File: src/design/soc_settings.svh
////////////////////////////////////////////////////////////
// system constants shared by the decoder, devices and testbench
// BAUD_DIV and TICK_DIV must be at least 2
////////////////////////////////////////////////////////////
`ifndef SOC_SETTINGS_SVH
`define SOC_SETTINGS_SVH

// clock in Hz, also read back from the frequency register
`define SYSTEM_CLK 32'd25_000_000

// block RAM depth in 32-bit words
`define BRAM_WORDS 256

// uart registers
`define UART_TX_ADDR 32'h1000_0000
`define UART_RX_ADDR 32'h1000_0004
`define UART_LSR_ADDR 32'h1000_0008

// timer block, four word registers from here
`define TIMER_BASE 32'h1100_0000
`define CPU_FREQ_ADDR 32'h1200_0000

// clocks per uart bit and per mtime increment
`define BAUD_DIV 8
`define TICK_DIV 4

`endif

File: src/design/soc_pkg.sv
////////////////////////////////////////////////////////////
// bus word types and device select codes
////////////////////////////////////////////////////////////
package soc_pkg;

    // data word and byte address
    typedef logic [31:0] word_t;

    // byte write strobes, all zero is a read
    typedef logic [3:0] strb_t;

    // target of one bus request
    typedef enum logic [2:0] {
        DEV_NONE,
        DEV_BRAM,
        DEV_UART,
        DEV_TIMER,
        DEV_FREQ
    } dev_sel_e;

endpackage

File: src/design/mem_bus_if.sv
////////////////////////////////////////////////////////////
// valid/ready word bus, reply one cycle after valid
////////////////////////////////////////////////////////////
interface mem_bus_if;

    logic           valid;
    logic           ready;
    soc_pkg::word_t addr;
    soc_pkg::word_t wdata;
    soc_pkg::strb_t wstrb;
    soc_pkg::word_t rdata;

    // decoder side
    modport host (
        output valid, addr, wdata, wstrb,
        input  ready, rdata
    );

    // peripheral side
    modport device (
        input  valid, addr, wdata, wstrb,
        output ready, rdata
    );

endinterface

File: src/design/core_timer.sv
////////////////////////////////////////////////////////////
// machine timer, mtime is read only and mtimecmp read/write
// irq is a level while mtime >= mtimecmp
////////////////////////////////////////////////////////////
`include "soc_settings.svh"

module core_timer (
    input  logic      clk,
    input  logic      resetn,
    mem_bus_if.device bus,
    output logic      irq
);

    localparam int PW = $clog2(`TICK_DIV);

    logic [PW-1:0] prescale;
    logic [63:0]   mtime;
    logic [63:0]   mtimecmp;
    logic [1:0]    off;
    logic          wr;

    // +0 mtime lo, +4 mtime hi, +8 cmp lo, +12 cmp hi
    assign off = bus.addr[3:2];
    assign wr  = bus.valid && |bus.wstrb;
    assign irq = mtime >= mtimecmp;

    always_ff @(posedge clk) begin
        if (!resetn) begin
            prescale <= '0;
            mtime    <= '0;
        end else if (prescale == PW'(`TICK_DIV - 1)) begin
            prescale <= '0;
            mtime    <= mtime + 64'd1;
        end else begin
            prescale <= prescale + 1'b1;
        end
    end

    always_ff @(posedge clk) begin
        if (!resetn) begin
            mtimecmp <= '1;
            bus.ready <= 1'b0;
        end else begin
            bus.ready <= bus.valid;
            if (wr && off[1]) begin
                for (int b = 0; b < 4; b++) begin
                    if (bus.wstrb[b]) begin
                        mtimecmp[32*off[0] + 8*b +: 8] <= bus.wdata[8*b +: 8];
                    end
                end
            end
        end
    end

    always_ff @(posedge clk) begin
        if (bus.valid) begin
            case (off)
                2'd0:    bus.rdata <= mtime[31:0];
                2'd1:    bus.rdata <= mtime[63:32];
                2'd2:    bus.rdata <= mtimecmp[31:0];
                default: bus.rdata <= mtimecmp[63:32];
            endcase
        end
    end

endmodule

File: src/flat_wrapper.sv
// flat-port wrapper written by rule: the top's interface ports become plain ports
module core_timer_flat 
  (clk, resetn, irq, bus_valid, bus_addr, bus_wdata, bus_wstrb, bus_ready, bus_rdata);
  mem_bus_if bus_i ();
  input  logic clk;
  input  logic resetn;
  output logic irq;
  input wire logic [$bits(bus_i.valid)-1:0] bus_valid;
  input wire logic [$bits(bus_i.addr)-1:0] bus_addr;
  input wire logic [$bits(bus_i.wdata)-1:0] bus_wdata;
  input wire logic [$bits(bus_i.wstrb)-1:0] bus_wstrb;
  output wire logic [$bits(bus_i.ready)-1:0] bus_ready;
  output wire logic [$bits(bus_i.rdata)-1:0] bus_rdata;
  assign bus_i.valid = bus_valid;
  assign bus_i.addr = bus_addr;
  assign bus_i.wdata = bus_wdata;
  assign bus_i.wstrb = bus_wstrb;
  assign bus_ready = bus_i.ready;
  assign bus_rdata = bus_i.rdata;
  core_timer u_core (.clk(clk), .resetn(resetn), .bus(bus_i), .irq(irq));
endmodule
File: config.mk
export PLATFORM = sky130hd
export DESIGN_NAME = core_timer_flat
export DESIGN_NICKNAME = d
export VERILOG_FILES = /design/src/design/soc_pkg.sv /design/src/design/mem_bus_if.sv /design/src/design/core_timer.sv /design/src/flat_wrapper.sv
export VERILOG_INCLUDE_DIRS = /design/src /design/src/design
export SDC_FILE = /design/constraint.sdc
export NUM_CORES = 1
export LEC_CHECK = 0
export BUFFER_PORTS_ARGS = -buffer_cell sky130_fd_sc_hd__buf_2
export CAP_MARGIN = 20
export CORE_MARGIN = 5
export CORE_UTILIZATION = 50
export CTS_BUF_LIST = sky130_fd_sc_hd__clkbuf_4 sky130_fd_sc_hd__clkbuf_8 sky130_fd_sc_hd__clkbuf_16
export DETAILED_ROUTE_END_ITERATION = 16
export PLACE_DENSITY = 0.71
export SLEW_MARGIN = 5
export SYNTH_ARGS = -nofsm -noshare
export SYNTH_HDL_FRONTEND = slang
export SYNTH_SLANG_ARGS = --single-unit
File: constraint.sdc
create_clock -name clk -period 3.5 [get_ports clk]
set_input_delay 0.35 -clock clk [delete_from_list [all_inputs] [get_ports clk]]
set_output_delay 0.35 -clock clk [all_outputs]
set_load 0.01 [all_outputs]
==> summary.md <==
| Metric | Value |
|---|---|
| Status | completed |
| Final core occ | 0.590 |
| Antenna violations before repair | 0 |
| Via/cell ratio | 5.69 |
| Clock root buffer | clkbuf_16 |
| CORE AREA | 0.0167 mm2 |
| Hold Startpoint | bus_wdata[30] |
| Kind of critical path | reg2out |
| Count of final hold-check violations | 0 |
| Critical path's top delay family | simple AND/OR/NAND/NOR gates |
| Period utilisation layout | 0.976 |
| Slew Viols, Final | 0 |
| Register bit total from synthesis | 163 |
| Die height | 141 um |
| CTS Buffer Depth | 2 |
| Combinational Power Share | 0.062 |
| Internal power | 3410 uW |
| Reg2reg path depth | 6 |
| RSZ-0062 raised after global routing | no |
| Synth cell types | 47 |
| Setup TNS | 0 ns |
| Final setup fails | 0 |
| Worst-path fanout max | 3 |
| Largest net degree at the start of global routing | 72 |
| CTS tree | done |
| Crit path buf inv count | 2 |
| DRT iter0 DRCs | 662 |
| Layout cells sized above 1 | 0.178 |
| Sequential share of power | 0.457 |
| Vias | 6,740 |
| Period minus WS final | 3.41 ns |
| Power per Cell Area | 443 mW/mm2 |
| Register area share after synthesis | 0.419 |
| Total grt overflow | 0 |
| Worst skew pair latency | 0.43 ns |
| P&R area growth vs syn | 15.1% |
| GP Congestion | 0.815 |
| H-tree Lvls | 4 |
| Worst-Margin Slew | 0.814 ns |
| Initial Utilization | 0.513 |
| WL/cell | 17.7 um |
| Synth Flop Type | dfxtp_1 |
| Vias in the first global route | 6,344 |
| Critical Path Max Stage Delay | 0.58 ns |
| Remaining antenna violation count | 0 |
| Cell count after synthesis | 889 |
| Switch Pwr | 953 uW |
| Post-placement cell count | 1,150 |
| Max cap viols | 0 |
| FILL cells | 1,470 |
| Mapped cell area | 0.00856 mm2 |
| Cts-stage hold buffer count | 0 |
| Sw Ratio | 0.219 |
| Nets | 1,089 |
| Crit path DAT | 3.06 ns |
| CP most frequent cell | or4_4 |
| # rows | 47 |
| Crit end category | primary output |
| Net Count, Synth | 1,026 |
| Slew Limit Headroom | 0.457 |
| Horiz. Die Dim | 141 um |
| Maximum vdd drop | 344 uV |
| LEAKAGE | 0.00428 uW |
| Number of synthesized flops with an enable pin | 32 |
| Die ar. | 0.0198 mm2 |
| Post-synth ARST share | 0 |
| Max Fclk | 293 MHz |
| Hold-critical path depth | 3 |
| Total wire length | 21.0 mm |
| Syn Area/Cell | 9.63 um2 |
| Setup crit start | u_core.mtimecmp[59] |
| I/O pin count | 105 |
| Post-Layout Cell Count | 1,185 |
| Synth warn | 0 |
| Critical Path RT | 3.15 ns |
| First-pass GRT wire length | 33.6 mm |
| DRT Pass-1 Iters | 5 |
| R2r startpoint | u_core.mtime[13] |
| CTS sink count | 163 |
| CTS buffer count | 17 |
| DRC Markers | 0 |
| Global Route Usage Sum | 0.213 |
| End of the worst register-to-register path | u_core.mtime[33] |
| Startpoint Class | register |
| Class of the worst hold path | in2reg |
| Clock network fraction of total power | 0.481 |
| Antenna Cells | 0 |
| Slowest-stage cell, CP | or4_4 |
| Clock transition at the registers of the reported paths | 0.06 ns |
| Worst Hold Endpoint | u_core.mtimecmp[30] |
| CP cell instances | inv_1 > ha_1 > nand4_1 > or4_4 > or3_1 > or4_4 > o21ai_2 > buf_2 |
| Skew final | 0.00811 ns |
| # port buffers | 74 |
| Worst R2R Setup Slack | 0.70 ns |
| DP Wirelength | 15.1 mm |
layout make-up:
cell class                      instances  area [um2]  area share
Multi-Input combinational cell        606        4540       0.461
Sequential cell                       163        3580       0.364
Clock buffer                           21         503      0.0511
Timing Repair Buffer                   90         503      0.0511
Inverter                               74         278      0.0282
Tap cell                              220         275      0.0279
Clock inverter                         11         165      0.0168
cells in the mapped netlist (3+ instances only):
master    number  area share
dfxtp_1      131        0.31
nand2_1      110       0.048
nor2_1        74       0.032
inv_1         73       0.032
ha_1          66       0.096
o211ai_1      65       0.057
clkbuf_1      39       0.017
xnor2_1       36       0.037
nand3_1       33       0.019
edfxtp_1      32        0.11
mux4_2        31       0.082
a21oi_1       29       0.017
nand4_1       26       0.019
xor2_1        18       0.018
nor3_1        17      0.0099
nor4_1        14       0.010
o21ai_0       12      0.0070
and2_1        10      0.0073
and3_1        10      0.0073
or3_1          7      0.0051
and4_1         6      0.0061
nor4_2         6      0.0088
a211oi_1       5      0.0044
a21o_1         5      0.0044
buf_1          4      0.0018
mux2i_1        4      0.0047
or4_1          3      0.0026
per-stage QoR:
step / worst slack (ns) / hold WS [ns] / area (um2) / power [uW]
floorplan: 0.824 / 0.404 / 8560 / 2200
global placement: 0.408 / 0.413 / 9120 / 2290
finish: 0.0856 / 0.156 / 9850 / 4360
CTS: 0.00999 / 0.143 / 9800 / 4380
global route: 0.000550 / 0.145 / 9850 / 4500
detailed placement: 0.347 / 0.420 / 9120 / 2300
kinds of logic (layout without fill, tap and decap cells):
kind of cell,Yosys count,after routing,synth area share
AOI/OAI and AO/OA,123,123,0.0960
xor gates and xnor gates,54,54,0.0553
adders and majority gates,66,66,0.0965
buffers and inverters,120,196,0.0541
DFF,163,163,0.419
muxes,36,36,0.0893
and+or+nand+nor,327,327,0.190
per-layer routing:
metal,up-vias,wire length [um],part of all wire,track usage
met5,-,0,0,0
met4,0,222,0.011,0.0607
met3,15,892,0.042,0.0318
met2,185,10300,0.49,0.350
met1,3230,9590,0.46,0.293
li1,3310,-,-,-
repair_timing:
action | CTS | global route
resized for setup | 3 | 4
cloned | 0 | 0
setup endpoints to repair | 1 | 1
buffers inserted | 1 | 1
pin swaps | 1 | 2
state kept, by name, indices dropped and copies added (netlist names):
name	cells
u_core.mtimecmp	64
u_core.bus.rdata	32
u_core.prescale	2
u_core.mtime	64
u_core.bus.ready	1
cells in the final DEF, fill, tap and decap left out, drive strengths merged, types with 27 or more instances in the layout:
master	netlist	layout
a21oi	29	29
nand4	27	27
buf	7	90
mux4	32	32
dfxtp	131	131
edfxtp	32	32
inv	74	78
ha	66	66
nor2	74	74
nand3	33	33
o211ai	65	65
nand2	110	110
xnor2	36	36
power by group through the flow:
stage,sequential [uW],clock [uW],combinational (uW)
after floorplan,2040,0,153
after global placement,2030,0,263
after detailed placement,2030,0,266
after CTS,1990,2120,269
after global routing,2000,2210,296
final,1990,2100,270
worst max path at each step:
stage	depth (start not counted)	to	slack [ns]
2_1_floorplan	7	irq	0.82
3_3_place_gp	8	irq	0.41
3_5_place_dp	8	irq	0.35
4_1_cts	9	irq	0.01
5_1_grt	8	irq	0.0006
6_report	8	irq	0.09
worst min-delay path: cells and delay by family:
family,cells,cell delay (ns)
buffers and inverters,1,0.08
AOI/OAI and AO/OA,1,0.07
and+or+nand+nor,1,0.04
Note: power is estimated with default switching activity, not from simulation.
