## src/design/soc_settings.svh

```systemverilog
////////////////////////////////////////////////////////////
// system constants shared by the decoder, devices and testbench
// BAUD_DIV and TICK_DIV must be at least 2
////////////////////////////////////////////////////////////
`ifndef SOC_SETTINGS_SVH
`define SOC_SETTINGS_SVH

// clock in Hz, also read back from the frequency register
`define SYSTEM_CLK 32'd25_000_000

// block RAM depth in 32-bit words
`define BRAM_WORDS 256

// uart registers
`define UART_TX_ADDR 32'h1000_0000
`define UART_RX_ADDR 32'h1000_0004
`define UART_LSR_ADDR 32'h1000_0008

// timer block, four word registers from here
`define TIMER_BASE 32'h1100_0000
`define CPU_FREQ_ADDR 32'h1200_0000

// clocks per uart bit and per mtime increment
`define BAUD_DIV 8
`define TICK_DIV 4

`endif

```

## src/design/soc_pkg.sv

```systemverilog
////////////////////////////////////////////////////////////
// bus word types and device select codes
////////////////////////////////////////////////////////////
package soc_pkg;

    // data word and byte address
    typedef logic [31:0] word_t;

    // byte write strobes, all zero is a read
    typedef logic [3:0] strb_t;

    // target of one bus request
    typedef enum logic [2:0] {
        DEV_NONE,
        DEV_BRAM,
        DEV_UART,
        DEV_TIMER,
        DEV_FREQ
    } dev_sel_e;

endpackage

```

## src/design/mem_bus_if.sv

```systemverilog
////////////////////////////////////////////////////////////
// valid/ready word bus, reply one cycle after valid
////////////////////////////////////////////////////////////
interface mem_bus_if;

    logic           valid;
    logic           ready;
    soc_pkg::word_t addr;
    soc_pkg::word_t wdata;
    soc_pkg::strb_t wstrb;
    soc_pkg::word_t rdata;

    // decoder side
    modport host (
        output valid, addr, wdata, wstrb,
        input  ready, rdata
    );

    // peripheral side
    modport device (
        input  valid, addr, wdata, wstrb,
        output ready, rdata
    );

endinterface

```

## src/design/uart_port.sv

```systemverilog
////////////////////////////////////////////////////////////
// uart registers TX, RX and LSR, a TX write while busy is lost
////////////////////////////////////////////////////////////
`include "soc_settings.svh"

module uart_port (
    input  logic      clk,
    input  logic      resetn,
    mem_bus_if.device bus,
    input  logic      uart_rx,
    output logic      uart_tx
);

    logic       wr;
    logic       tx_busy;
    logic       tx_start;
    logic       rx_take;
    logic [7:0] rx_data;
    logic       rx_held;

    assign wr = |bus.wstrb;

    // only an idle transmitter accepts a byte
    assign tx_start = bus.valid && wr && bus.addr == `UART_TX_ADDR && !tx_busy;
    // reading RX pops the holding byte
    assign rx_take = bus.valid && !wr && bus.addr == `UART_RX_ADDR;

    uart_tx u_tx (
        .clk   (clk),
        .resetn(resetn),
        .start (tx_start),
        .data  (bus.wdata[7:0]),
        .line  (uart_tx),
        .busy  (tx_busy)
    );

    uart_rx u_rx (
        .clk   (clk),
        .resetn(resetn),
        .line  (uart_rx),
        .take  (rx_take),
        .data  (rx_data),
        .held  (rx_held)
    );

    always_ff @(posedge clk) begin
        if (!resetn) begin
            bus.ready <= 1'b0;
        end else begin
            bus.ready <= bus.valid;
        end
    end

    always_ff @(posedge clk) begin
        if (bus.valid) begin
            if (bus.addr == `UART_RX_ADDR) begin
                bus.rdata <= rx_held ? {24'b0, rx_data} : '1;
            end else if (bus.addr == `UART_LSR_ADDR) begin
                // bit 0 byte held, bits 5 and 6 transmitter idle
                bus.rdata <= {25'b0, !tx_busy, !tx_busy, 4'b0, rx_held};
            end else begin
                bus.rdata <= '0;
            end
        end
    end

endmodule

```

## src/design/uart_rx.sv

```systemverilog
////////////////////////////////////////////////////////////
// 8N1 receiver with one holding byte, a new byte overwrites
////////////////////////////////////////////////////////////
`include "soc_settings.svh"

module uart_rx (
    input  logic       clk,
    input  logic       resetn,
    input  logic       line,
    input  logic       take,
    output logic [7:0] data,
    output logic       held
);

    localparam int CW = $clog2(`BAUD_DIV);

    typedef enum logic [1:0] {RX_IDLE, RX_START, RX_DATA, RX_STOP} rx_state_e;

    rx_state_e     state;
    logic [1:0]    sync;
    logic [CW-1:0] baud_cnt;
    logic [2:0]    bit_idx;
    logic [7:0]    shreg;
    logic          load;

    // mid stop bit with a high line
    assign load = state == RX_STOP && baud_cnt == '0 && sync[1];

    always_ff @(posedge clk) begin
        if (!resetn) begin
            state    <= RX_IDLE;
            sync     <= 2'b11;
            baud_cnt <= '0;
            bit_idx  <= '0;
            held     <= 1'b0;
        end else begin
            sync <= {sync[0], line};
            if (load) begin
                held <= 1'b1;
            end else if (take) begin
                held <= 1'b0;
            end
            if (state != RX_IDLE && baud_cnt != '0) begin
                baud_cnt <= baud_cnt - 1'b1;
            end else begin
                case (state)
                    RX_IDLE: begin
                        if (!sync[1]) begin
                            state    <= RX_START;
                            baud_cnt <= CW'(`BAUD_DIV / 2 - 1);
                        end
                    end
                    RX_START: begin
                        // glitch shorter than half a bit goes back to idle
                        state    <= sync[1] ? RX_IDLE : RX_DATA;
                        baud_cnt <= CW'(`BAUD_DIV - 1);
                        bit_idx  <= '0;
                    end
                    RX_DATA: begin
                        baud_cnt <= CW'(`BAUD_DIV - 1);
                        bit_idx  <= bit_idx + 1'b1;
                        if (bit_idx == 3'd7) begin
                            state <= RX_STOP;
                        end
                    end
                    default: state <= RX_IDLE;
                endcase
            end
        end
    end

    // sample shift and holding byte
    always_ff @(posedge clk) begin
        if (state == RX_DATA && baud_cnt == '0) begin
            shreg <= {sync[1], shreg[7:1]};
        end
        if (load) begin
            data <= shreg;
        end
    end

endmodule

```

## src/design/uart_tx.sv

```systemverilog
////////////////////////////////////////////////////////////
// 8N1 transmitter, start must only come while idle
////////////////////////////////////////////////////////////
`include "soc_settings.svh"

module uart_tx (
    input  logic       clk,
    input  logic       resetn,
    input  logic       start,
    input  logic [7:0] data,
    output logic       line,
    output logic       busy
);

    localparam int CW = $clog2(`BAUD_DIV);

    logic [CW-1:0] baud_cnt;
    logic [3:0]    bit_cnt;
    // stop, data lsb first, start
    logic [9:0]    frame;

    assign line = frame[0];

    always_ff @(posedge clk) begin
        if (!resetn) begin
            busy     <= 1'b0;
            baud_cnt <= '0;
            bit_cnt  <= '0;
            frame    <= '1;
        end else if (start) begin
            busy     <= 1'b1;
            baud_cnt <= CW'(`BAUD_DIV - 1);
            bit_cnt  <= 4'd9;
            frame    <= {1'b1, data, 1'b0};
        end else if (busy) begin
            if (baud_cnt != '0) begin
                baud_cnt <= baud_cnt - 1'b1;
            end else if (bit_cnt == '0) begin
                // end of stop bit
                busy <= 1'b0;
            end else begin
                baud_cnt <= CW'(`BAUD_DIV - 1);
                bit_cnt  <= bit_cnt - 1'b1;
                frame    <= {1'b1, frame[9:1]};
            end
        end
    end

    a_start_when_idle : assert property (@(posedge clk) disable iff (!resetn)
        start |-> !busy);

endmodule

```

## src/flat_wrapper.sv

```systemverilog
// flat-port wrapper written by rule: the top's interface ports become plain ports
module uart_port_flat 
  (clk, resetn, uart_rx, uart_tx, bus_valid, bus_addr, bus_wdata, bus_wstrb, bus_ready, bus_rdata);
  mem_bus_if bus_i ();
  input  logic clk;
  input  logic resetn;
  input  logic uart_rx;
  output logic uart_tx;
  input wire logic [$bits(bus_i.valid)-1:0] bus_valid;
  input wire logic [$bits(bus_i.addr)-1:0] bus_addr;
  input wire logic [$bits(bus_i.wdata)-1:0] bus_wdata;
  input wire logic [$bits(bus_i.wstrb)-1:0] bus_wstrb;
  output wire logic [$bits(bus_i.ready)-1:0] bus_ready;
  output wire logic [$bits(bus_i.rdata)-1:0] bus_rdata;
  assign bus_i.valid = bus_valid;
  assign bus_i.addr = bus_addr;
  assign bus_i.wdata = bus_wdata;
  assign bus_i.wstrb = bus_wstrb;
  assign bus_ready = bus_i.ready;
  assign bus_rdata = bus_i.rdata;
  uart_port u_core (.clk(clk), .resetn(resetn), .bus(bus_i), .uart_rx(uart_rx), .uart_tx(uart_tx));
endmodule
```

## config.mk

```make
export PLATFORM = sky130hd
export DESIGN_NAME = uart_port_flat
export DESIGN_NICKNAME = d
export VERILOG_FILES = /design/src/design/soc_pkg.sv /design/src/design/mem_bus_if.sv /design/src/design/uart_port.sv /design/src/design/uart_rx.sv /design/src/design/uart_tx.sv /design/src/flat_wrapper.sv
export VERILOG_INCLUDE_DIRS = /design/src /design/src/design
export SDC_FILE = /design/constraint.sdc
export NUM_CORES = 1
export LEC_CHECK = 0
export BUFFER_PORTS_ARGS = -buffer_cell sky130_fd_sc_hd__buf_2
export CORE_UTILIZATION = 45
export CTS_BUF_LIST = sky130_fd_sc_hd__clkbuf_16
export DETAILED_ROUTE_END_ITERATION = 16
export PLACE_DENSITY_LB_ADDON = 0.15
export SLEW_MARGIN = 5
export SYNTH_ARGS = -nofsm -noshare
export SYNTH_HDL_FRONTEND = slang
export SYNTH_HIERARCHICAL = 1
export SYNTH_SLANG_ARGS = --single-unit
export TNS_END_PERCENT = 100
```

## constraint.sdc

```tcl
create_clock -name clk -period 3.1 [get_ports clk]
set_input_delay 0.93 -clock clk [delete_from_list [all_inputs] [get_ports clk]]
set_output_delay 0.93 -clock clk [all_outputs]
set_load 0.005 [all_outputs]
```

==> results.md <==
* Run status: finished, final reports clean
* Buffers added on ports at a little over 80
* VDD IR max at 0.310 mV
* HP Class: reg -> reg
* Reg2reg start: u_core/u_tx/bit_cnt[0]$_SDFFE_PN0P_
* Pwr dens at between 500 and 600 nW/um^2
* DRC violations left at 0
* I/O Pins at between 100 and 150
* DIE WIDTH at ~80 um
* CTS sink cnt at 54
* Initial DRC Count at 106
* Share of the synthesized area in the top cell type at 0.276
* CORE AREA at around 5700 um^2
* Layout cells sized above 1 at 0.353
* Final worst path period need at 2.58 ns
* DR vias at 2,044
* CP endpoint: u_core/u_tx/frame[6]$_SDFFE_PN1P_
* Slew Limit Fails at 0
* Antenna diodes at 0
* Worst Tran Pin Value at around 0.52 ns
* Synth Flop Type: dfxtp_1
* Post-Syn Area at 2720 um^2
* Post-route cell area at 3170 um^2
* Synth cell types at 55
* Crit Path Class: in -> reg
* Worst-path clk slew at 0.07 ns
* FFs w/ async S/R, synth at 0
* Area contributors post-synth: edfxtp_1 (28%), dfxtp_1 (21%), buf_4 (6.6%)
* Fin worst setup slack at a little over 0.5 ns
* Die area at 6360 um^2
* CTS Buffer Depth at 2
* Post-synth EDFFs at 25
* Final Setup Violations at 0
* Combinational share of power at 0.165
* Most frequent cells after synthesis: dfxtp_1 (29), edfxtp_1 (25), buf_4 (24)
* Fill count at about 510
* Count leader, synth: dfxtp_1
* Area growth from synthesis to layout at 16.5%
* Gpl congestion at 0.798
* P_leak at 1.25 nW
* Post-DRT Antenna Nets at 0
* Gr usage total at 0.162
* RSZ-0062 raised after global routing: no
* CP arrival at roughly 2.8 ns
* P_int at approximately 1.2 mW
* FP Rows at 27
* #FFs+latches synth at 54
* Clk Latency, worst-skew pair at 0.29 ns
* Starting Density at 0.479
* Final std cells w/o fill at 392
* Sequential share of power at 0.487
* Global-route wire length before repair at 7890 um
* DP HPWL at roughly 3700 um
* Grt ovf at 0
* Num CTS Buffers at 5
* Initial antenna violation count at 0
* Worst reg2reg path depth at 5
* H-tree levels at 2
* Power share of the clock group at 0.348
* Final worst path period share at 0.833
* Synthesized instance count at 260
* Detailed-router iteration count before antenna repair at 4
* Place WS at 0.167 ns
* Synth warn at 6
* Register area share after synthesis at 0.490
* Worst reg2reg path endpoint: u_core/u_tx/frame[0]$_SDFFE_PN1P_
* Fmax at 0.387 GHz
* Final hold violations at 0
* Cts repair resizes at 0
* Setup slack, reg-to-reg at about 1.2 ns
* Syn_nets at 343
* CP startpoint: bus_addr[8]
* Crit start category: primary input
* CTS tree: yes
* Vias in the first global route at 1,789
* Sw Ratio at 0.260
* Clk_skew at approximately 0.0038 ns
* Synth area leader: edfxtp_1
* CP required at 3.30 ns
* DR WL/cell at 12.8 um
* Die span in y at 79.7 um
* Critical Path Fanout Max at 17
* Root buffer cell: clkbuf_16
* Final WL at 5010 um
* Slew HR at 0.650
* Synth Area per Inst at roughly 10 um^2
* Max_cap viols at 0
* Cts hold-fix bufs at 0
* Dpl cells at 384
* Via density per instance at 5.21
* Final nets at between 400 and 500
* Post-CTS Setup Bufs at 0
* Hold WS at 0.412 ns
* Critical Path End Type: flop
* Setup TNS at 0 ns
* P_sw at 427 uW
* Placed Area at approximately 3000 um^2
* Largest net degree at the start of global routing at 30
-- how the worst min path moves through the flow --
stage | cells past startpoint | from | slack (ns) | to
floorplan | 1 | u_core/u_rx/sync[0]$_SDFF_PN1_ | 0.39 | u_core/u_rx/sync[1]$_SDFF_PN1_
global placement | 1 | u_core/u_rx/sync[0]$_SDFF_PN1_ | 0.39 | u_core/u_rx/sync[1]$_SDFF_PN1_
detailed placement | 1 | u_core/u_rx/sync[0]$_SDFF_PN1_ | 0.40 | u_core/u_rx/sync[1]$_SDFF_PN1_
CTS | 1 | u_core/u_rx/sync[0]$_SDFF_PN1_ | 0.42 | u_core/u_rx/sync[1]$_SDFF_PN1_
global route | 0 | u_core/u_rx/shreg[0]$_DFFE_PP_ | 0.43 | u_core/u_rx/data[0]$_DFFE_PP_
finish | 1 | u_core/u_rx/sync[0]$_SDFF_PN1_ | 0.41 | u_core/u_rx/sync[1]$_SDFF_PN1_
-- cell usage in the layout, fill, tap and decap left out, types with 2 or more instances in the layout --
cell,netlist,routed
nand3_1,3,3
ha_1,11,11
dfxtp_1,29,29
a211oi_1,2,2
nand4_1,3,3
and2_1,2,2
o21a_1,3,3
nand2b_1,3,3
o41ai_1,2,2
buf_2,1,81
nor3_1,20,20
inv_1,16,16
nor2b_1,3,3
nor4_2,3,4
a311oi_1,7,7
buf_4,24,5
a21oi_1,11,11
o21ai_0,8,8
nand2_1,8,8
or3b_2,5,5
a21boi_0,5,5
edfxtp_1,25,25
nor4_1,8,7
o211a_1,2,2
clkbuf_16,0,5
nor2_1,17,17
nand3b_1,4,4
-- sequential cells by signal (all words and copies together) (netlist names), 3 cells and up --
name,cells
u_core/bus.rdata,9
u_core/u_rx/shreg,8
u_core/u_tx/baud_cnt,3
u_core/u_rx/bit_idx,3
u_core/u_tx/frame,9
u_core/u_rx/baud_cnt,3
u_core/u_rx/data,8
u_core/u_tx/bit_cnt,4
-- final cells by class --
class / instances / area (um^2) / area share
sequential: 54 / 1330 / 0.420
multi-input combinational: 156 / 1090 / 0.344
timing repair buffer: 86 / 443 / 0.140
clock buffer: 5 / 125 / 0.0395
tap: 72 / 90.1 / 0.0284
inverter: 16 / 60.1 / 0.0190
clock inverter: 3 / 28.8 / 0.00909
-- power groups by stage --
stage	Combinational, mW	Sequential (mW)	Clock, mW
floorplan	0.197	0.813	0
global placement	0.268	0.814	0
detailed placement	0.271	0.815	0
CTS	0.271	0.799	0.583
global route	0.307	0.805	0.610
finish	0.271	0.799	0.570
-- cell families after synthesis --
logic type               Yosys count  synth area share
AND/OR/NAND/NOR                   95             0.215
AO/OA/AOI/OAI                     50             0.133
adder cells (fa/ha/maj)           11            0.0506
buffers and inverters             50             0.112
flip-flops                        54             0.490
-- layer usage --
metal  track usage  wire (um)
met3        0.0309        343
met4        0.0643         56
met1         0.196       2290
met2         0.283       2330
met5             0          0
-- through the flow --
step | utilization | power (mW)
after global placement | 0.531 | 1.08
after global routing | 0.558 | 1.72
final | 0.558 | 1.64
after detailed placement | 0.531 | 1.09
after floorplan | - | 1.01
after CTS | 0.558 | 1.65
-- critical path, cell delays in order --
cell and delay, ns:
buf_2 0.10, nor4_1 0.44, nand4_1 0.22, nor4_2 0.35, buf_4 0.28, or3b_2 0.16
nor3_1 0.04, a311oi_1 0.27
Note: power is estimated with default switching activity, not from simulation.
