### config.mk
export PLATFORM = sky130hd
export DESIGN_NAME = bus_decoder_flat
export DESIGN_NICKNAME = d
export VERILOG_FILES = /design/src/design/soc_pkg.sv /design/src/design/mem_bus_if.sv /design/src/design/bus_decoder.sv /design/src/flat_wrapper.sv
export VERILOG_INCLUDE_DIRS = /design/src /design/src/design
export SDC_FILE = /design/constraint.sdc
export NUM_CORES = 1
export LEC_CHECK = 0
export ABC_AREA = 1
export BUFFER_PORTS_ARGS = -buffer_cell sky130_fd_sc_hd__buf_2
export CORE_AREA = 2 2 162 164
export CTS_BUF_LIST = sky130_fd_sc_hd__clkbuf_8
export DETAILED_ROUTE_END_ITERATION = 10
export DIE_AREA = 0 0 164 166
export SYNTH_ARGS = -nofsm -noshare
export SYNTH_HDL_FRONTEND = slang
export SYNTH_SLANG_ARGS = --single-unit
### constraint.sdc
create_clock -name clk -period 1.7 [get_ports clk]
set_input_delay 0.17 -clock clk [delete_from_list [all_inputs] [get_ports clk]]
set_output_delay 0.17 -clock clk [all_outputs]
set_load 0.02 [all_outputs]
### src/design/soc_settings.svh
////////////////////////////////////////////////////////////
// system constants shared by the decoder, devices and testbench
// BAUD_DIV and TICK_DIV must be at least 2
////////////////////////////////////////////////////////////
`ifndef SOC_SETTINGS_SVH
`define SOC_SETTINGS_SVH

// clock in Hz, also read back from the frequency register
`define SYSTEM_CLK 32'd25_000_000

// block RAM depth in 32-bit words
`define BRAM_WORDS 256

// uart registers
`define UART_TX_ADDR 32'h1000_0000
`define UART_RX_ADDR 32'h1000_0004
`define UART_LSR_ADDR 32'h1000_0008

// timer block, four word registers from here
`define TIMER_BASE 32'h1100_0000
`define CPU_FREQ_ADDR 32'h1200_0000

// clocks per uart bit and per mtime increment
`define BAUD_DIV 8
`define TICK_DIV 4

`endif

### src/design/soc_pkg.sv
////////////////////////////////////////////////////////////
// bus word types and device select codes
////////////////////////////////////////////////////////////
package soc_pkg;

    // data word and byte address
    typedef logic [31:0] word_t;

    // byte write strobes, all zero is a read
    typedef logic [3:0] strb_t;

    // target of one bus request
    typedef enum logic [2:0] {
        DEV_NONE,
        DEV_BRAM,
        DEV_UART,
        DEV_TIMER,
        DEV_FREQ
    } dev_sel_e;

endpackage

### src/design/mem_bus_if.sv
////////////////////////////////////////////////////////////
// valid/ready word bus, reply one cycle after valid
////////////////////////////////////////////////////////////
interface mem_bus_if;

    logic           valid;
    logic           ready;
    soc_pkg::word_t addr;
    soc_pkg::word_t wdata;
    soc_pkg::strb_t wstrb;
    soc_pkg::word_t rdata;

    // decoder side
    modport host (
        output valid, addr, wdata, wstrb,
        input  ready, rdata
    );

    // peripheral side
    modport device (
        input  valid, addr, wdata, wstrb,
        output ready, rdata
    );

endinterface

### src/design/bus_decoder.sv
////////////////////////////////////////////////////////////
// routes one host request to one device and merges replies
// unmapped addresses reply zero with an access fault
////////////////////////////////////////////////////////////
`include "soc_settings.svh"

module bus_decoder (
    input  logic           clk,
    input  logic           resetn,
    input  logic           mem_valid,
    input  soc_pkg::word_t mem_addr,
    input  soc_pkg::word_t mem_wdata,
    input  soc_pkg::strb_t mem_wstrb,
    output logic           mem_ready,
    output soc_pkg::word_t mem_rdata,
    output logic           access_fault,
    mem_bus_if.host        bram_bus,
    mem_bus_if.host        uart_bus,
    mem_bus_if.host        timer_bus
);

    soc_pkg::dev_sel_e sel;
    logic              self_valid;
    logic              self_ready;
    logic              self_fault;
    soc_pkg::word_t    self_rdata;

    //////////////////////////////////////////////////////////
    // address classification
    always_comb begin
        if (mem_addr < 32'(`BRAM_WORDS * 4)) begin
            sel = soc_pkg::DEV_BRAM;
        end else if (mem_addr == `UART_TX_ADDR || mem_addr == `UART_RX_ADDR ||
                     mem_addr == `UART_LSR_ADDR) begin
            sel = soc_pkg::DEV_UART;
        end else if ((mem_addr & ~32'hf) == `TIMER_BASE) begin
            sel = soc_pkg::DEV_TIMER;
        end else if (mem_addr == `CPU_FREQ_ADDR) begin
            sel = soc_pkg::DEV_FREQ;
        end else begin
            sel = soc_pkg::DEV_NONE;
        end
    end

    // a device's own ready blocks a second cycle of the held request
    assign bram_bus.valid  = mem_valid && sel == soc_pkg::DEV_BRAM && !bram_bus.ready;
    assign uart_bus.valid  = mem_valid && sel == soc_pkg::DEV_UART && !uart_bus.ready;
    assign timer_bus.valid = mem_valid && sel == soc_pkg::DEV_TIMER && !timer_bus.ready;

    assign bram_bus.addr   = mem_addr;
    assign bram_bus.wdata  = mem_wdata;
    assign bram_bus.wstrb  = mem_wstrb;
    assign uart_bus.addr   = mem_addr;
    assign uart_bus.wdata  = mem_wdata;
    assign uart_bus.wstrb  = mem_wstrb;
    assign timer_bus.addr  = mem_addr;
    assign timer_bus.wdata = mem_wdata;
    assign timer_bus.wstrb = mem_wstrb;

    //////////////////////////////////////////////////////////
    // local reply for the frequency register and unmapped space
    assign self_valid = mem_valid && !self_ready &&
                        (sel == soc_pkg::DEV_FREQ || sel == soc_pkg::DEV_NONE);

    always_ff @(posedge clk) begin
        if (!resetn) begin
            self_ready <= 1'b0;
            self_fault <= 1'b0;
        end else begin
            self_ready <= self_valid;
            self_fault <= self_valid && sel == soc_pkg::DEV_NONE;
        end
    end

    always_ff @(posedge clk) begin
        if (self_valid) begin
            self_rdata <= (sel == soc_pkg::DEV_FREQ) ? `SYSTEM_CLK : '0;
        end
    end

    //////////////////////////////////////////////////////////
    // reply merge
    assign mem_ready    = bram_bus.ready | uart_bus.ready | timer_bus.ready | self_ready;
    // fault is only ever set together with the local ready
    assign access_fault = self_fault;

    always_comb begin
        if (bram_bus.ready) begin
            mem_rdata = bram_bus.rdata;
        end else if (uart_bus.ready) begin
            mem_rdata = uart_bus.rdata;
        end else if (timer_bus.ready) begin
            mem_rdata = timer_bus.rdata;
        end else if (self_ready) begin
            mem_rdata = self_rdata;
        end else begin
            mem_rdata = '0;
        end
    end

    // the devices never reply together
    a_one_reply : assert property (@(posedge clk) disable iff (!resetn)
        $onehot0({bram_bus.ready, uart_bus.ready, timer_bus.ready, self_ready}));

endmodule

### src/flat_wrapper.sv
// flat-port wrapper written by rule: the top's interface ports become plain ports
module bus_decoder_flat 
  (clk, resetn, mem_valid, mem_addr, mem_wdata, mem_wstrb, mem_ready, mem_rdata, access_fault, bram_bus_valid, bram_bus_addr, bram_bus_wdata, bram_bus_wstrb, bram_bus_ready, bram_bus_rdata, uart_bus_valid, uart_bus_addr, uart_bus_wdata, uart_bus_wstrb, uart_bus_ready, uart_bus_rdata, timer_bus_valid, timer_bus_addr, timer_bus_wdata, timer_bus_wstrb, timer_bus_ready, timer_bus_rdata);
  mem_bus_if bram_bus_i ();
  mem_bus_if uart_bus_i ();
  mem_bus_if timer_bus_i ();
  input  logic clk;
  input  logic resetn;
  input  logic mem_valid;
  input  soc_pkg::word_t mem_addr;
  input  soc_pkg::word_t mem_wdata;
  input  soc_pkg::strb_t mem_wstrb;
  output logic mem_ready;
  output soc_pkg::word_t mem_rdata;
  output logic access_fault;
  output wire logic [$bits(bram_bus_i.valid)-1:0] bram_bus_valid;
  output wire logic [$bits(bram_bus_i.addr)-1:0] bram_bus_addr;
  output wire logic [$bits(bram_bus_i.wdata)-1:0] bram_bus_wdata;
  output wire logic [$bits(bram_bus_i.wstrb)-1:0] bram_bus_wstrb;
  input wire logic [$bits(bram_bus_i.ready)-1:0] bram_bus_ready;
  input wire logic [$bits(bram_bus_i.rdata)-1:0] bram_bus_rdata;
  output wire logic [$bits(uart_bus_i.valid)-1:0] uart_bus_valid;
  output wire logic [$bits(uart_bus_i.addr)-1:0] uart_bus_addr;
  output wire logic [$bits(uart_bus_i.wdata)-1:0] uart_bus_wdata;
  output wire logic [$bits(uart_bus_i.wstrb)-1:0] uart_bus_wstrb;
  input wire logic [$bits(uart_bus_i.ready)-1:0] uart_bus_ready;
  input wire logic [$bits(uart_bus_i.rdata)-1:0] uart_bus_rdata;
  output wire logic [$bits(timer_bus_i.valid)-1:0] timer_bus_valid;
  output wire logic [$bits(timer_bus_i.addr)-1:0] timer_bus_addr;
  output wire logic [$bits(timer_bus_i.wdata)-1:0] timer_bus_wdata;
  output wire logic [$bits(timer_bus_i.wstrb)-1:0] timer_bus_wstrb;
  input wire logic [$bits(timer_bus_i.ready)-1:0] timer_bus_ready;
  input wire logic [$bits(timer_bus_i.rdata)-1:0] timer_bus_rdata;
  assign bram_bus_valid = bram_bus_i.valid;
  assign bram_bus_addr = bram_bus_i.addr;
  assign bram_bus_wdata = bram_bus_i.wdata;
  assign bram_bus_wstrb = bram_bus_i.wstrb;
  assign bram_bus_i.ready = bram_bus_ready;
  assign bram_bus_i.rdata = bram_bus_rdata;
  assign uart_bus_valid = uart_bus_i.valid;
  assign uart_bus_addr = uart_bus_i.addr;
  assign uart_bus_wdata = uart_bus_i.wdata;
  assign uart_bus_wstrb = uart_bus_i.wstrb;
  assign uart_bus_i.ready = uart_bus_ready;
  assign uart_bus_i.rdata = uart_bus_rdata;
  assign timer_bus_valid = timer_bus_i.valid;
  assign timer_bus_addr = timer_bus_i.addr;
  assign timer_bus_wdata = timer_bus_i.wdata;
  assign timer_bus_wstrb = timer_bus_i.wstrb;
  assign timer_bus_i.ready = timer_bus_ready;
  assign timer_bus_i.rdata = timer_bus_rdata;
  bus_decoder u_core (.clk(clk), .resetn(resetn), .mem_valid(mem_valid), .mem_addr(mem_addr), .mem_wdata(mem_wdata), .mem_wstrb(mem_wstrb), .mem_ready(mem_ready), .mem_rdata(mem_rdata), .access_fault(access_fault), .bram_bus(bram_bus_i), .uart_bus(uart_bus_i), .timer_bus(timer_bus_i));
endmodule
==> results.json, run 1 <==
{
  "cts-root-buf": "clkbuf_8",
  "ys_ff_latch": 3,
  "antenna_found_initial": 1,
  "dpl_worst_slack_ns": 0.109,
  "area_delta_synth_final_pct": 8.96,
  "grt_max_degree": 33,
  "grt_pass1_wl_um": 13100,
  "ys_async_sr_fraction_pct": 0,
  "worst_slack_ns": 0.148,
  "cts_resized": 0,
  "cts_sinks": 3,
  "slew_headroom_pct": 73.5,
  "slew_violations": 0,
  "nNetsFinal": 655,
  "wl_per_cell_um": 12.2,
  "post_cts_hold_buffer_count": 0,
  "wl_um": 10000,
  "synth_fp_nets": 596,
  "synth_area_sq_um": 2690,
  "fmax_mhz": 644,
  "tns_ns": 0,
  "h-tree-depth": 1,
  "initial_core_util_pct": 10.5,
  "die_x_um": 164,
  "ys_seq_area_share_pct": 2.60,
  "routabilityCongestion": 0.719,
  "hold_viol_final": 0,
  "critical_path_peak_fanout": 4,
  "firstDrtPassIters": 4,
  "ios": 411,
  "p_leak_nw": 1.56,
  "die_h_um": 166,
  "postRouteAntennaNets": 0,
  "overflow": 0,
  "cts_buffer_depth": 2,
  "ir_worst_vdd_uv": 217,
  "synth_cell_types": 24,
  "crit_arrival_ns": 1.38,
  "port_buffers": 266,
  "endpoint_kind": "primary output",
  "synth_area_per_cell_sq_um": 6.32,
  "clk_latency_ns": 0.21,
  "grt.total_usage_pct": 6.44,
  "required_ns": 1.53,
  "cts_setup_buffers": 0,
  "period_needed_ns": 1.55,
  "power.total_w": 0.00111,
  "drive_gt1_share_pct": 61.4,
  "clk_pin_slew_ns": 0.03,
  "status": "complete, no violations",
  "grt_pass1_vias": 2358,
  "yosysWarnings": 0,
  "critPathKind": "in -> out",
  "cts_tree": "built",
  "synth_cells": 426,
  "numCtsBuffers": 3,
  "rrSetupSlack_ns": 0.70,
  "row_count": 59,
  "rsz0062_at_grt": "false",
  "vias": 2658,
  "coreArea_sq_um": 25600,
  "remaining_drc_errors": 0,
  "worstHoldPathType": "in -> reg",
  "worst_slew_pin_slew_ns": 0.396,
  "hpwl_um": 8850,
  "synth_ff_type": "dfxtp_1",
  "maxCapViolCount": 0,
  "p_per_area_nw_per_um2": 379,
  "synth_edf_count": 1,
  "clock_skew_ns": 0.00122,
  "finalCritPeriodShare_pct": 91.3,
  "die_area_sq_um": 27200,
  "drtIter0Drc": 84,
  "via_per_inst": 3.24,
  "setup-violations-final": 0,
  "critPathLaunchType": "input port"
}
==> metal layers <==
metal	vias up	share of wire, %	global-route usage [%]
li1	1273	-	-
met1	1150	35	6.27
met2	202	49	12.0
met3	33	11	1.95
met4	0	4.7	3.43
met5	-	0	0
==> Yosys cell counts, types with 4 or more instances <==
cell type  number  area [sq um]
o21ai_1        18          90.1
inv_2           5          18.8
buf_2           6          30.0
nor2_2          5          31.3
a22oi_1        20           150
inv_1          18          67.6
buf_4         208          1560
a31oi_1        12          75.1
nand4_1         4          25.0
nand3_1         9          45.0
nand2_2         4          25.0
nand2_1        57           214
nor2_1         42           158
==> area by class of cell <==
type	count	area, sq um
Antenna cell	1	2.50
Clock buffer	3	41.3
Clock inverter	1	3.75
Fill cell	3010	22700
Inverter	23	86.3
Multi-Input combinational cell	182	923
Sequential cell	3	70.1
Tap cell	335	419
Timing Repair Buffer	272	1390
==> worst max-delay path, stage by stage <==
cell and delay (ns):
buf_2 0.11, nor2_1 0.18, nand4_1 0.12, nor3_2 0.26, nand2_1 0.15, nor3_2 0.19
buf_2 0.20
==> path summary, 6_finish.rpt <==
| kind | to | startpoint | cells past startpoint |
|---|---|---|---|
| worst max-delay path | uart_bus_valid | mem_addr[22] | 7 |
| worst min-delay path | u_core.self_ready | resetn | 3 |
| worst max register to register | u_core.self_rdata[22] | u_core.self_ready | 3 |
| worst min register to register | u_core.self_ready | u_core.self_ready | 3 |
==> where the power goes <==
group,switching (W),total [W],internal (W)
Combinational,0.000525,0.000835,0.000310
Clock,0.0000429,0.000196,0.000153
Sequential,0.00000270,0.0000811,0.0000784
Total,0.000571,0.00111,0.000542
==> cell usage in the layout, fill, tap and decap left out, drive strengths merged <==
| master | n |
|---|---|
| buf | 272 |
| nand2 | 61 |
| nor2 | 49 |
| inv | 24 |
| a22oi | 20 |
| o21ai | 20 |
| a31oi | 12 |
| nand3 | 9 |
| nand4 | 5 |
| nor3 | 3 |
| clkbuf | 3 |
| dfxtp | 2 |
| nor4 | 2 |
| diode | 1 |
| a41oi | 1 |
| edfxtp | 1 |
==> sequential cells by signal, indices dropped and copies added, names as in the netlist <==
register,count
u_core.access_fault,1
u_core.self_rdata,1
u_core.self_ready,1
==> through the flow <==
stage	std cells	instance area (sq um)	hold WS [ns]	utilization, %
final	820	2940	0.250	11.5
after global routing	820	2940	0.256	11.5
after CTS	819	2930	0.249	11.4
after detailed placement	815	2890	0.340	11.3
after global placement	815	2890	0.340	11.3
after floorplan	426	2690	0.315	-
==> kinds of logic after synthesis <==
kind of cell | count (synthesis) | synth area share, %
buffers and inverters | 241 | 63.1
and+or+nand+nor | 129 | 21.6
AOI/OAI and AO/OA | 53 | 12.7
DFF | 3 | 2.60
No activity file was read; power rests on OpenSTA's default activity.
==> inputs of run 2 (changes only) <==
ABC_AREA = not set   (was 1)
BUFFER_PORTS_ARGS = -buffer_cell sky130_fd_sc_hd__clkbuf_2   (was -buffer_cell sky130_fd_sc_hd__buf_2)
CORE_AREA = 2 2 161 163   (was 2 2 162 164)
DIE_AREA = 0 0 163 165   (was 0 0 164 166)
==> results.json, run 2 <==
{
  "final_cell_mix": "clkbuf_2 (263), nand2_1 (26), buf_4 (24)",
  "wl_um": 11200,
  "routabilityCongestion": 0.855,
  "intPower_w": 0.000575,
  "synth_edf_count": 1,
  "grt_pass1_wl_um": 14700,
  "synth_common_cells": "buf_4 (205), nand2_1 (26), o21ai_0 (20)",
  "ys_seq_area_share_pct": 2.81,
  "fmax_mhz": 614,
  "power.total_w": 0.00119,
  "critPathKind": "reg -> out",
  "remaining_drc_errors": 0,
  "worstHoldPathType": "in -> reg",
  "rrSetupSlack_ns": 0.71,
  "endpoint_kind": "primary output",
  "row_count": 58,
  "ys_ff_latch": 3,
  "synth_top_family_by_area": "buffers and inverters",
  "yosysMostFrequentCell": "buf_4",
  "cts_sinks": 3,
  "hpwl_um": 10100,
  "ios": 411,
  "area_delta_synth_final_pct": 20.4,
  "synth_top_area_share_pct": 61.8,
  "slew_violations": 0,
  "netSwitchingPower_w": 0.000617,
  "setup-violations-final": 0,
  "seq_power_share_pct": 6.8,
  "ir_worst_vdd_uv": 314,
  "cts-root-buf": "clkbuf_8",
  "r2r_cells": 3,
  "layout.cells.non_filler": 766,
  "crit_arrival_ns": 1.46,
  "postRouteAntennaNets": 0,
  "die_area_sq_um": 26900,
  "synth_ff_type": "dfxtp_1",
  "synth_fp_nets": 527,
  "cts_tree": "built",
  "worstReg2RegStart": "u_core.self_ready",
  "grt_max_degree": 37,
  "required_ns": 1.53,
  "rr_endpoint": "u_core.access_fault",
  "switching_share_pct": 51.7,
  "maxCapViolCount": 0,
  "combPwrFrac_pct": 74.7,
  "synth_area_per_cell_sq_um": 6.98,
  "hold_viol_final": 0,
  "period_needed_ns": 1.63,
  "p_leak_nw": 1.60,
  "numCtsBuffers": 3,
  "antenna_found_initial": 2,
  "grt.total_usage_pct": 7.53,
  "wl_per_cell_um": 14.6,
  "firstDrtPassIters": 4,
  "critical_path_peak_fanout": 10,
  "placed_cell_area_sq_um": 2880,
  "worst_hold_slack_ns": 0.252,
  "synth_cell_types": 30,
  "finalCritPeriodShare_pct": 95.9,
  "drive_gt1_share_pct": 71.7,
  "synth_area_sq_um": 2490,
  "status": "complete, no violations",
  "slew_headroom_pct": 71.5,
  "grt_pass1_vias": 2304,
  "holdPathEnd": "u_core.self_ready",
  "min_path_cells": 3,
  "critPathLaunchType": "register",
  "via_per_inst": 3.29,
  "synth_top_cell_by_area": "buf_4",
  "initial_core_util_pct": 9.95,
  "die_x_um": 163,
  "synthSimpleGateAreaFrac_pct": 12.8,
  "worstHoldStart": "resetn",
  "final_common_cell": "clkbuf_2",
  "overflow": 0,
  "clk_latency_ns": 0.23,
  "clockPowerShare_pct": 18.4,
  "ys_async_sr_fraction_pct": 0,
  "clock_skew_ns": 0.00719,
  "drtIter0Drc": 113,
  "synth_xor_area_share_pct": 0,
  "h-tree-depth": 1,
  "nNetsFinal": 606,
  "synth_compound_gate_area_share_pct": 18.6,
  "synthAdderAreaFrac_pct": 0,
  "clk_pin_slew_ns": 0.04,
  "port_buffers": 266,
  "cts_buffer_depth": 2,
  "coreArea_sq_um": 25000,
  "p_per_area_nw_per_um2": 397,
  "yosysWarnings": 0,
  "stdcell_area_sq_um": 3000,
  "worst_slew_pin_slew_ns": 0.424,
  "synth.area.top_cells": "buf_4 (62%), a22oi_1 (5.7%), a221oi_1 (4.2%)",
  "placed_cells": 760,
  "synth_mux_area_share_pct": 0,
  "synth_cells": 357,
  "vias": 2522,
  "die_h_um": 165
}
run 2: cell count changes after synthesis, sizes merged, moves of 11 or more:
cell	previous run	this run
nand2	61	27
a21oi	0	15
inv	23	12
a31oi	12	1
a221oi	0	12
nor2	49	5
run 2: repair_timing:
item	4_1_cts	5_1_grt
gates resized for setup	3	12
setup buffers	0	1
endpoints found under the setup margin	1	9
pin swaps	2	1
hold endpoints to repair	0	0
hold buffers	0	0
run 2: cells by family (layout without fill, tap and decap cells):
kind of cell	after synthesis	after routing
AO/OA/AOI/OAI	71	71
AND/OR/NAND/NOR	53	53
flip-flops	3	3
other	0	1
buffers and inverters	230	308
run 2: layout make-up:
class	instances	area, sq um
clock buffers	3	41.3
diodes	1	2.50
multi-input cells	124	850
inverters	12	45.0
clock inverters	1	3.75
fillers	2935	22000
flip-flops and latches	3	70.1
well taps	330	413
repair buffers	292	1580
run 2: worst max-delay path by stage:
stage,from,to,cells past startpoint
after floorplan,mem_addr[14],bram_bus_valid,4
after global placement,mem_addr[18],uart_bus_valid,6
after detailed placement,mem_addr[18],uart_bus_valid,6
after CTS,u_core.self_rdata[22],mem_rdata[11],5
after global routing,u_core.self_rdata[22],mem_rdata[20],5
final,u_core.self_rdata[22],mem_rdata[20],5
run 2: stage by stage:
step	utilization [%]	setup WS [ns]	setup TNS, ns
3_3_place_gp	11.5	0.0365	0
3_5_place_dp	11.5	-0.0482	-0.0482
6_report	12.0	0.0703	0
4_1_cts	11.7	0.00315	0
2_1_floorplan	-	0.104	0
5_1_grt	12.0	-0.00175	-0.00175
run 2: per-layer routing:
layer,part of all wire (%),vias up,track usage (%)
li1,-,1161,-
met1,33,1103,7.56
met2,52,192,14.2
met3,9.1,64,1.53
met4,5.4,2,4.83
met5,0.11,-,0
run 2: critical path, stage by stage (launching register included):
cell and delay, ns:
edfxtp_1 0.39, a31o_4 0.26, buf_12 0.15, a221oi_1 0.21, a21oi_1 0.06, clkbuf_2 0.16
run 2: power groups by stage:
| stage | clock, W | sequential [W] | combinational (W) |
|---|---|---|---|
| 3_5_place_dp | 0 | 0.0000821 | 0.000887 |
| 2_1_floorplan | 0 | 0.0000843 | 0.000935 |
| 6_report | 0.000220 | 0.0000816 | 0.000891 |
| 3_3_place_gp | 0 | 0.0000820 | 0.000884 |
| 4_1_cts | 0.000218 | 0.0000811 | 0.000892 |
| 5_1_grt | 0.000226 | 0.0000820 | 0.000954 |
